[src/design/dw_defines.svh]
// Bus widths and protocol encodings for the upsizer, included by the package and the testbench
`ifndef DW_DEFINES_SVH
`define DW_DEFINES_SVH

// Address, transaction ID and burst length widths
`define DW_ADDR_W 32
`define DW_ID_W 4
`define DW_LEN_W 8

// Bytes per beat on the narrow and the wide port
`define DW_NARROW_BYTES 4
`define DW_WIDE_BYTES 8
`define DW_WIDE_SIZE 3

// Burst type and response codes
`define DW_BURST_FIXED 2'd0
`define DW_BURST_INCR 2'd1
`define DW_BURST_WRAP 2'd2
`define DW_RESP_OKAY 2'd0
`define DW_RESP_SLVERR 2'd2

`define DW_CACHE_MODIFIABLE_BIT 1

`endif

[src/design/dw_pkg.sv]
// Shared channel types and the write FSM states, used by every upsizer module and the testbench
`include "dw_defines.svh"

package dw_pkg;

  // Plain vectors whose width carries a meaning
  typedef logic [`DW_ADDR_W-1:0] addr_t;
  typedef logic [`DW_ID_W-1:0] id_t;
  typedef logic [`DW_LEN_W-1:0] len_t;
  typedef logic [2:0] size_t;
  typedef logic [1:0] burst_t;
  typedef logic [3:0] cache_t;
  typedef logic [1:0] resp_t;
  typedef logic [8*`DW_NARROW_BYTES-1:0] narrow_data_t;
  typedef logic [`DW_NARROW_BYTES-1:0] narrow_strb_t;
  typedef logic [8*`DW_WIDE_BYTES-1:0] wide_data_t;
  typedef logic [`DW_WIDE_BYTES-1:0] wide_strb_t;
  // Byte lane index inside a wide word
  typedef logic [2:0] lane_t;

  typedef struct packed {
    id_t id;
    addr_t addr;
    len_t len;
    size_t size;
    burst_t burst;
    cache_t cache;
  } aw_chan_t;

  typedef struct packed {
    narrow_data_t data;
    narrow_strb_t strb;
    logic last;
  } narrow_w_t;

  typedef struct packed {
    wide_data_t data;
    wide_strb_t strb;
    logic last;
  } wide_w_t;

  typedef struct packed {
    id_t id;
    resp_t resp;
  } b_chan_t;

  // Decoder verdict, len and size already rewritten for upsized bursts
  typedef struct packed {
    len_t len;
    size_t size;
    logic upsize;
    logic reject;
  } aw_class_t;

  typedef enum logic [1:0] {
    W_IDLE,
    W_PASSTHROUGH,
    W_INCR_UPSIZE,
    W_REJECT
  } w_state_e;

endpackage

[src/design/dw_aw_decode.sv]
// Combinational AW classifier that picks upsize, pass-through or reject and rewrites len and size
`include "dw_defines.svh"

module dw_aw_decode (
  input  dw_pkg::aw_chan_t  aw_i,
  output dw_pkg::aw_class_t class_o
);

  dw_pkg::addr_t size_mask;
  dw_pkg::addr_t wide_mask;
  dw_pkg::addr_t last_addr;
  dw_pkg::addr_t span;
  logic          modifiable;
  logic          upsize;
  logic          reject;

  assign modifiable = aw_i.cache[`DW_CACHE_MODIFIABLE_BIT];

  // Only multi-beat bursts are affected
  assign upsize = (aw_i.burst == `DW_BURST_INCR) && modifiable && (aw_i.len != '0);
  assign reject = (aw_i.burst == `DW_BURST_WRAP) && (aw_i.len != '0);

  // Address of the last narrow beat of an INCR burst
  assign size_mask = (dw_pkg::addr_t'(1) << aw_i.size) - dw_pkg::addr_t'(1);
  assign last_addr = (aw_i.addr & ~size_mask) + (dw_pkg::addr_t'(aw_i.len) << aw_i.size);

  // Distance in bytes between the first and the last wide word touched
  assign wide_mask = dw_pkg::addr_t'(`DW_WIDE_BYTES - 1);
  assign span = (last_addr & ~wide_mask) - (aw_i.addr & ~wide_mask);

  always_comb begin
    class_o.upsize = upsize;
    class_o.reject = reject;
    class_o.len    = aw_i.len;
    class_o.size   = aw_i.size;
    if (upsize) begin
      // One wide beat per wide word crossed
      class_o.len  = span[`DW_LEN_W+`DW_WIDE_SIZE-1:`DW_WIDE_SIZE];
      class_o.size = dw_pkg::size_t'(`DW_WIDE_SIZE);
    end
  end

endmodule

[src/design/dw_lane_pack.sv]
// Lane steering of one narrow W beat into its byte positions within the wide word
`include "dw_defines.svh"

module dw_lane_pack (
  input  dw_pkg::narrow_w_t  w_i,
  input  dw_pkg::lane_t      wide_lane_i,
  input  dw_pkg::lane_t      narrow_lane_i,
  input  dw_pkg::size_t      size_i,
  output dw_pkg::wide_data_t data_o,
  output dw_pkg::wide_strb_t strb_o
);

  always_comb begin
    int src;
    int dst;

    data_o = '0;
    strb_o = '0;
    src    = 0;
    dst    = 0;
    for (int k = 0; k < `DW_NARROW_BYTES; k++) begin
      src = int'(narrow_lane_i) + k;
      dst = int'(wide_lane_i) + k;
      // Bytes of the beat that are still inside the narrow word
      if ((k < (1 << size_i)) && (src < `DW_NARROW_BYTES)) begin
        data_o[8*dst +: 8] = w_i.data[8*src +: 8];
        strb_o[dst]        = w_i.strb[src];
      end
    end
  end

endmodule

[src/design/dw_err_wresp.sv]
// Local SLVERR write response for rejected bursts, merged in front of the wide B channel
`include "dw_defines.svh"

module dw_err_wresp (
  input  logic            clk_i,
  input  logic            rst_ni,
  input  logic            reject_i,
  input  dw_pkg::id_t     reject_id_i,
  input  dw_pkg::b_chan_t mst_b_i,
  input  logic            mst_b_valid_i,
  output logic            mst_b_ready_o,
  output dw_pkg::b_chan_t slv_b_o,
  output logic            slv_b_valid_o,
  input  logic            slv_b_ready_i
);

  logic        err_valid_q;
  dw_pkg::id_t err_id_q;

  // Pending error held until the narrow master takes it
  always_ff @(posedge clk_i or negedge rst_ni) begin
    if (!rst_ni) begin
      err_valid_q <= 1'b0;
    end else if (reject_i) begin
      err_valid_q <= 1'b1;
    end else if (slv_b_ready_i) begin
      err_valid_q <= 1'b0;
    end
  end

  always_ff @(posedge clk_i) begin
    if (reject_i) begin
      err_id_q <= reject_id_i;
    end
  end

  // Local response wins, wide B waits behind it
  always_comb begin
    if (err_valid_q) begin
      slv_b_o.id    = err_id_q;
      slv_b_o.resp  = `DW_RESP_SLVERR;
      slv_b_valid_o = 1'b1;
      mst_b_ready_o = 1'b0;
    end else begin
      slv_b_o       = mst_b_i;
      slv_b_valid_o = mst_b_valid_i;
      mst_b_ready_o = slv_b_ready_i;
    end
  end

endmodule

[src/design/dw_w_upsizer.sv]
// Write FSM that holds the accepted AW, walks the beat addresses and builds the wide AW and W beats
`include "dw_defines.svh"

module dw_w_upsizer (
  input  logic               clk_i,
  input  logic               rst_ni,
  input  dw_pkg::aw_chan_t   slv_aw_i,
  input  logic               slv_aw_valid_i,
  output logic               slv_aw_ready_o,
  input  logic               slv_w_valid_i,
  output logic               slv_w_ready_o,
  output dw_pkg::aw_chan_t   mst_aw_o,
  output logic               mst_aw_valid_o,
  input  logic               mst_aw_ready_i,
  output dw_pkg::wide_w_t    mst_w_o,
  output logic               mst_w_valid_o,
  input  logic               mst_w_ready_i,
  input  dw_pkg::aw_class_t  class_i,
  output dw_pkg::lane_t      wide_lane_o,
  output dw_pkg::lane_t      narrow_lane_o,
  output dw_pkg::size_t      size_o,
  input  dw_pkg::wide_data_t packed_data_i,
  input  dw_pkg::wide_strb_t packed_strb_i,
  output logic               reject_o,
  output dw_pkg::id_t        reject_id_o
);

  dw_pkg::w_state_e state_q, state_d;
  dw_pkg::aw_chan_t aw_q, aw_d;
  dw_pkg::addr_t    addr_q, addr_d;
  dw_pkg::size_t    size_q, size_d;
  dw_pkg::len_t     beats_q, beats_d;
  dw_pkg::wide_w_t  w_q, w_d;
  logic             aw_valid_q, aw_valid_d;
  logic             w_valid_q, w_valid_d;
  logic             aw_ready_q;
  dw_pkg::addr_t    size_mask;
  dw_pkg::addr_t    addr_step;
  logic             w_fire;
  logic             word_done;

  assign slv_aw_ready_o = aw_ready_q;
  assign mst_aw_o       = aw_q;
  assign mst_aw_valid_o = aw_valid_q;
  assign mst_w_o        = w_q;
  assign mst_w_valid_o  = w_valid_q;
  assign reject_id_o    = aw_q.id;

  // Lane offsets of the current beat
  assign wide_lane_o   = addr_q[`DW_WIDE_SIZE-1:0];
  assign narrow_lane_o = wide_lane_o & dw_pkg::lane_t'(`DW_NARROW_BYTES - 1);
  assign size_o        = size_q;

  // Next INCR beat starts at the next size-aligned address
  assign size_mask = (dw_pkg::addr_t'(1) << size_q) - dw_pkg::addr_t'(1);
  assign addr_step = (addr_q & ~size_mask) + (dw_pkg::addr_t'(1) << size_q);

  assign w_fire    = w_valid_q && mst_w_ready_i;
  assign word_done = (beats_q == '0) ||
                     (addr_step[`DW_ADDR_W-1:`DW_WIDE_SIZE] != addr_q[`DW_ADDR_W-1:`DW_WIDE_SIZE]);

  always_comb begin
    state_d       = state_q;
    aw_d          = aw_q;
    addr_d        = addr_q;
    size_d        = size_q;
    beats_d       = beats_q;
    w_d           = w_q;
    aw_valid_d    = aw_valid_q;
    w_valid_d     = w_valid_q;
    slv_w_ready_o = 1'b0;
    reject_o      = 1'b0;

    if (aw_valid_q && mst_aw_ready_i) begin
      aw_valid_d = 1'b0;
    end

    // A sent wide beat frees the word for the next merge
    if (w_fire) begin
      w_d       = '0;
      w_valid_d = 1'b0;
    end

    case (state_q)
      dw_pkg::W_IDLE: begin
        if (slv_aw_valid_i && slv_aw_ready_o) begin
          aw_d      = slv_aw_i;
          aw_d.len  = class_i.len;
          aw_d.size = class_i.size;
          addr_d    = slv_aw_i.addr;
          size_d    = slv_aw_i.size;
          beats_d   = slv_aw_i.len;
          w_d       = '0;
          if (class_i.reject) begin
            state_d = dw_pkg::W_REJECT;
          end else begin
            aw_valid_d = 1'b1;
            state_d    = class_i.upsize ? dw_pkg::W_INCR_UPSIZE : dw_pkg::W_PASSTHROUGH;
          end
        end
      end

      dw_pkg::W_PASSTHROUGH, dw_pkg::W_INCR_UPSIZE: begin
        // Wait for the wide AW, then stall behind a pending wide beat
        slv_w_ready_o = !aw_valid_q && (!w_valid_q || (mst_w_ready_i && !w_q.last));
        if (slv_w_valid_i && slv_w_ready_o) begin
          w_d.data = w_d.data | packed_data_i;
          w_d.strb = w_d.strb | packed_strb_i;
          w_d.last = (beats_q == '0);
          beats_d  = beats_q - 1'b1;
          if (aw_q.burst == `DW_BURST_INCR) begin
            addr_d = addr_step;
          end
          if ((state_q == dw_pkg::W_PASSTHROUGH) || word_done) begin
            w_valid_d = 1'b1;
          end
        end
        if (w_fire && w_q.last) begin
          state_d = dw_pkg::W_IDLE;
        end
      end

      dw_pkg::W_REJECT: begin
        // Swallow the beats, the error responder answers
        slv_w_ready_o = 1'b1;
        if (slv_w_valid_i) begin
          beats_d = beats_q - 1'b1;
          if (beats_q == '0) begin
            reject_o = 1'b1;
            state_d  = dw_pkg::W_IDLE;
          end
        end
      end

      default: state_d = dw_pkg::W_IDLE;
    endcase
  end

  always_ff @(posedge clk_i or negedge rst_ni) begin
    if (!rst_ni) begin
      state_q    <= dw_pkg::W_IDLE;
      aw_valid_q <= 1'b0;
      w_valid_q  <= 1'b0;
      aw_ready_q <= 1'b0;
      beats_q    <= '0;
    end else begin
      state_q    <= state_d;
      aw_valid_q <= aw_valid_d;
      w_valid_q  <= w_valid_d;
      aw_ready_q <= (state_d == dw_pkg::W_IDLE);
      beats_q    <= beats_d;
    end
  end

  always_ff @(posedge clk_i) begin
    aw_q   <= aw_d;
    addr_q <= addr_d;
    size_q <= size_d;
    w_q    <= w_d;
  end

endmodule

[src/design/dw_upsizer_top.sv]
// Write-side 32 to 64 bit upsizer top level, to be placed between a narrow master and a wide slave
`include "dw_defines.svh"

module dw_upsizer_top (
  input  logic               clk_i,
  input  logic               rst_ni,
  // Narrow port
  input  dw_pkg::aw_chan_t   slv_aw_i,
  input  logic               slv_aw_valid_i,
  output logic               slv_aw_ready_o,
  input  dw_pkg::narrow_w_t  slv_w_i,
  input  logic               slv_w_valid_i,
  output logic               slv_w_ready_o,
  output dw_pkg::b_chan_t    slv_b_o,
  output logic               slv_b_valid_o,
  input  logic               slv_b_ready_i,
  // Wide port
  output dw_pkg::aw_chan_t   mst_aw_o,
  output logic               mst_aw_valid_o,
  input  logic               mst_aw_ready_i,
  output dw_pkg::wide_w_t    mst_w_o,
  output logic               mst_w_valid_o,
  input  logic               mst_w_ready_i,
  input  dw_pkg::b_chan_t    mst_b_i,
  input  logic               mst_b_valid_i,
  output logic               mst_b_ready_o
);

  dw_pkg::aw_class_t  aw_class;
  dw_pkg::lane_t      wide_lane;
  dw_pkg::lane_t      narrow_lane;
  dw_pkg::size_t      beat_size;
  dw_pkg::wide_data_t packed_data;
  dw_pkg::wide_strb_t packed_strb;
  logic               reject;
  dw_pkg::id_t        reject_id;

  dw_aw_decode u_aw_decode (
    .aw_i    (slv_aw_i),
    .class_o (aw_class)
  );

  dw_w_upsizer u_w_upsizer (
    .clk_i          (clk_i),
    .rst_ni         (rst_ni),
    .slv_aw_i       (slv_aw_i),
    .slv_aw_valid_i (slv_aw_valid_i),
    .slv_aw_ready_o (slv_aw_ready_o),
    .slv_w_valid_i  (slv_w_valid_i),
    .slv_w_ready_o  (slv_w_ready_o),
    .mst_aw_o       (mst_aw_o),
    .mst_aw_valid_o (mst_aw_valid_o),
    .mst_aw_ready_i (mst_aw_ready_i),
    .mst_w_o        (mst_w_o),
    .mst_w_valid_o  (mst_w_valid_o),
    .mst_w_ready_i  (mst_w_ready_i),
    .class_i        (aw_class),
    .wide_lane_o    (wide_lane),
    .narrow_lane_o  (narrow_lane),
    .size_o         (beat_size),
    .packed_data_i  (packed_data),
    .packed_strb_i  (packed_strb),
    .reject_o       (reject),
    .reject_id_o    (reject_id)
  );

  dw_lane_pack u_lane_pack (
    .w_i           (slv_w_i),
    .wide_lane_i   (wide_lane),
    .narrow_lane_i (narrow_lane),
    .size_i        (beat_size),
    .data_o        (packed_data),
    .strb_o        (packed_strb)
  );

  dw_err_wresp u_err_wresp (
    .clk_i         (clk_i),
    .rst_ni        (rst_ni),
    .reject_i      (reject),
    .reject_id_i   (reject_id),
    .mst_b_i       (mst_b_i),
    .mst_b_valid_i (mst_b_valid_i),
    .mst_b_ready_o (mst_b_ready_o),
    .slv_b_o       (slv_b_o),
    .slv_b_valid_o (slv_b_valid_o),
    .slv_b_ready_i (slv_b_ready_i)
  );

endmodule

[config.mk]
export PLATFORM = sky130hd
export DESIGN_NAME = dw_upsizer_top
export DESIGN_NICKNAME = d
export VERILOG_FILES = /design/src/design/dw_pkg.sv /design/src/design/dw_aw_decode.sv /design/src/design/dw_lane_pack.sv /design/src/design/dw_err_wresp.sv /design/src/design/dw_w_upsizer.sv /design/src/design/dw_upsizer_top.sv
export VERILOG_INCLUDE_DIRS = /design/src /design/src/design
export SDC_FILE = /design/constraint.sdc
export NUM_CORES = 1
export LEC_CHECK = 0
export BUFFER_PORTS_ARGS = -buffer_cell sky130_fd_sc_hd__buf_4
export CAP_MARGIN = 20
export CORE_ASPECT_RATIO = 0.75
export CORE_UTILIZATION = 50
export CTS_BUF_LIST = sky130_fd_sc_hd__clkbuf_8
export CTS_CLUSTER_SIZE = 16
export DETAILED_ROUTE_END_ITERATION = 7
export GPL_ROUTABILITY_DRIVEN = 0
export PLACE_DENSITY = 0.76
export SLEW_MARGIN = 40
export SYNTH_ARGS = -nofsm -noshare
export SYNTH_HDL_FRONTEND = slang
export SYNTH_SLANG_ARGS = --single-unit
[constraint.sdc]
create_clock -name clk_i -period 5.4 [get_ports clk_i]
set_input_delay 1.62 -clock clk_i [delete_from_list [all_inputs] [get_ports clk_i]]
set_output_delay 1.62 -clock clk_i [all_outputs]
set_load 0.05 [all_outputs]
==> flow_summary.yaml <==
synthesis:
  yosysSeqAreaShare_pct: 38.55
  synth_area_per_cell_um2: 9.426
  synthMuxAreaShare_pct: 4.987
  synth_top_family_by_area: "compound AO/OA/AOI/OAI gates"
  yosys_register_bits: 179
  synth_common_cells: "nand2_1 (118), edfxtp_1 (92), a21oi_1 (76), nor2_1 (74), dfxtp_1 (73)"
  yosys-top-cells-area: "edfxtp_1 (23%), dfxtp_1 (12%), ha_1 (4.4%)"
  synth_area_mm2: 0.01187
  synthAdderAreaFrac_pct: 4.597
  ys_warn_count: 0
  synth_top_area_cell: "edfxtp_1"
  synth_compound_area_share_pct: 25.50
  yosysTopAreaCellShare_pct: 23.28
  async_reset_ff_share_pct: 7.821
  syn-num-nets: 1406
  synthSimpleGateAreaFrac_pct: 18.64
  synth-xor-area-share_pct: 2.815
  synth_cell_type_count: 86
  synth_ff_type: "edfxtp_1"
  synth_most_common_cell: "nand2_1"
  syn_inst: 1259
  synth_edf_count: 92
detailed_routing:
  wl_per_cell_um: 20.65
  wirelength_mm: 36.55
  dr.first_iter.drc_count: 1616
  num_vias: 11420
  ant_nets: 0
  drtPass1Iterations: 8
  vias_per_cell: 6.452
  route.detailed.drc: 33
sta:
  hold_viol_final: 0
  min_period_over_period_pct: 93.99
  whs_ps: 445.7
  skew_ps: 28.24
  rsz0062_at_grt: "false"
  fmax_mhz: 197.0
  slew_headroom_pct: 36.26
  fin_crit_ps: 5076
  slew_viol_final: 0
  worstMarginPinSlew_ps: 956.2
  finalSetupViolations: 0
global_route:
  grt_pass1_wl_mm: 56.90
  grt_max_degree: 70
  grt_util_all_layers_pct: 29.59
  antenna_found_initial: 0
  grt_overflow_total: 0
  grt_pass1_vias: 10420
power_and_ir_drop:
  p_switching_mw: 4.437
  switching_share_pct: 53.29
  p_int_mw: 3.890
  pwr-share-clk_pct: 11.2
  ir_drop_uv: 447.1
  leakagePower_nw: 5.511
  power_density_mw_per_mm2: 583.9
  combPwrFrac_pct: 61.4
  seq_power_share_pct: 27.4
die:
  start_util_pct: 51.33
  placementRows: 48
  die-area_mm2: 0.02436
  core_area_mm2: 0.02312
  fp.dieW_um: 179.9
  ios: 242
  die_h_um: 135.4
min_path:
  hold_depth: 2
  holdCritPathClass: "reg -> reg"
clocking:
  cts_buffers: 17
  worstSkewPairLatency_ps: 490
  clock-sinks: 179
  cts_max_path_buffers: 2
  postCtsSetupBuffers: 0
  cts_tree: "built"
  post_cts_resized: 0
  cts-hold-fix-buffers: 0
  cts_root_buf: "clkbuf_8"
  clk_pin_slew_ps: 110
  cts_max_level: 4
finish:
  final_util_pct: 61.68
  nets: 1604
  diodes: 0
  layout-drive-gt1-share_pct: 24.97
  design_area_mm2: 0.01426
  areaGrowthSynthToFinish_pct: 20.18
  nFillCells: 1976
run_status:
  outcome: "complete, but fails checks"
  violations: "DRC"
worst_setup_path:
  r2r_cells: 11
  critPathCaptureType: "flip-flop"
  crit_arrival_ps: 5310
  path_class: "in -> reg"
  cp.required_ps: 5640
  crit_fanout: 7
  cp-start-kind: "primary input"
placed_design:
  port_buffers: 240
  placed_cell_area_mm2: 0.01383
  hpwl_mm: 26.83
run:
  cap_violations: 0
-- worst paths after layout --
kind                                    startpoint                        end  slack, ps
setup / recovery                       slv_aw_i[7]   u_w_upsizer.mst_aw_o[16]        320
hold / removal             u_w_upsizer.mst_w_o[59]    u_w_upsizer.mst_w_o[59]        450
setup reg to reg             u_w_upsizer.addr_q[0]    u_w_upsizer.mst_w_o[17]       1270
hold reg to reg            u_w_upsizer.mst_w_o[59]    u_w_upsizer.mst_w_o[59]        450
max in group asynchronous                   rst_ni  u_w_upsizer.mst_w_valid_o       4190
min in group asynchronous                   rst_ni     u_w_upsizer.beats_q[1]        980
-- per-stage QoR --
step	total power, mW	setup TNS (ps)	setup slack, ps	instances
2_1_floorplan	5.937	0	15.31	1259
3_3_place_gp	7.114	0	2.674	1738
3_5_place_dp	7.238	-224.4	-131.9	1738
4_1_cts	8.166	0	382.6	1770
5_1_grt	8.792	0	139.7	1770
6_report	8.327	0	324.3	1770
-- state kept, by name, summed over array words and instances, names as in the netlist --
register and count:
u_err_wresp.err_valid_q 1, u_w_upsizer.mst_w_valid_o 1, u_w_upsizer.beats_q 8, u_w_upsizer.mst_aw_valid_o 1, u_w_upsizer.reject_id_o 4, u_err_wresp.err_id_q 4
u_w_upsizer.addr_q 32, u_w_upsizer.size_o 3, u_w_upsizer.mst_aw_o 49, u_w_upsizer.slv_aw_ready_o 1, u_w_upsizer.mst_w_o 73, u_w_upsizer.state_q 2
-- critical path: stages --
cell	delay, ps
buf_4	130
or3_1	410
ha_1	290
xor2_1	190
nor2_1	110
ha_1	250
nand4_1	100
o21ai_1	100
o21ai_0	180
nand2b_1	120
a311oi_1	350
xnor2_1	160
ha_1	360
and3_1	170
a21oi_1	50
a31oi_1	230
xnor3_1	230
mux2_2	260
-- power groups by stage --
stage | sequential (mW) | clock, mW | combinational [mW]
final | 2.28 | 0.933 | 5.11
after global routing | 2.34 | 0.996 | 5.46
after CTS | 2.28 | 0.938 | 4.95
after detailed placement | 2.30 | 0 | 4.93
after global placement | 2.29 | 0 | 4.82
after floorplan | 2.91 | 0 | 3.03
-- cell type report --
| cell class | count | area, um^2 | share of cell area, % |
|---|---|---|---|
| Timing Repair Buffer | 263 | 1974 | 13.84 |
| Clock buffer | 17 | 234.0 | 1.640 |
| Tap cell | 300 | 375.4 | 2.632 |
| Sequential cell | 179 | 4574 | 32.07 |
| Multi-Input combinational cell | 953 | 6778 | 47.52 |
| Inverter | 43 | 162.7 | 1.140 |
| Clock inverter | 15 | 163.9 | 1.149 |
-- layer usage --
layer / wire length (um) / part of all wire, % / GRT usage, % / vias to the layer above
met1: 16240 / 44 / 42.92 / 5402
met4: 652 / 1.8 / 7.854 / 0
met5: 0 / 0 / 0 / -
met3: 4652 / 13 / 10.38 / 65
met2: 15000 / 41 / 41.27 / 675
li1: - / - / - / 5278
-- cell families (layout without fill, tap and decap cells) --
kind of cell,Yosys count,after routing
and+or+nand+nor,420,420
DFF,179,179
adders and majority gates,43,43
buffers and inverters,127,338
AOI/OAI and AO/OA,403,403
xor gates and xnor gates,35,35
muxes,52,52
-- placed cells by master (no fill, tap or decap), types with 6 or more instances in the layout --
cell type,count
a2111o_1,8
a211oi_1,35
a21o_1,6
a21oi_1,72
a221o_1,40
a221oi_1,34
a22o_1,20
a22oi_1,16
a31oi_1,22
a32o_1,14
and2_1,15
and3_1,17
buf_4,263
clkbuf_8,17
dfrtp_1,14
dfxtp_1,73
edfxtp_1,92
ha_1,41
inv_1,40
mux2_2,16
mux2i_1,31
nand2_1,118
nand2b_1,14
nand3_1,38
nand3b_1,6
nand4_1,21
nor2_1,73
nor2b_1,36
nor3_1,28
nor4_2,8
o211ai_1,9
o21ai_0,56
o21ai_1,6
o32ai_1,6
or2_2,9
or3_1,9
xnor2_1,25
xor2_1,8
Power figures use the tool's default switching activity.
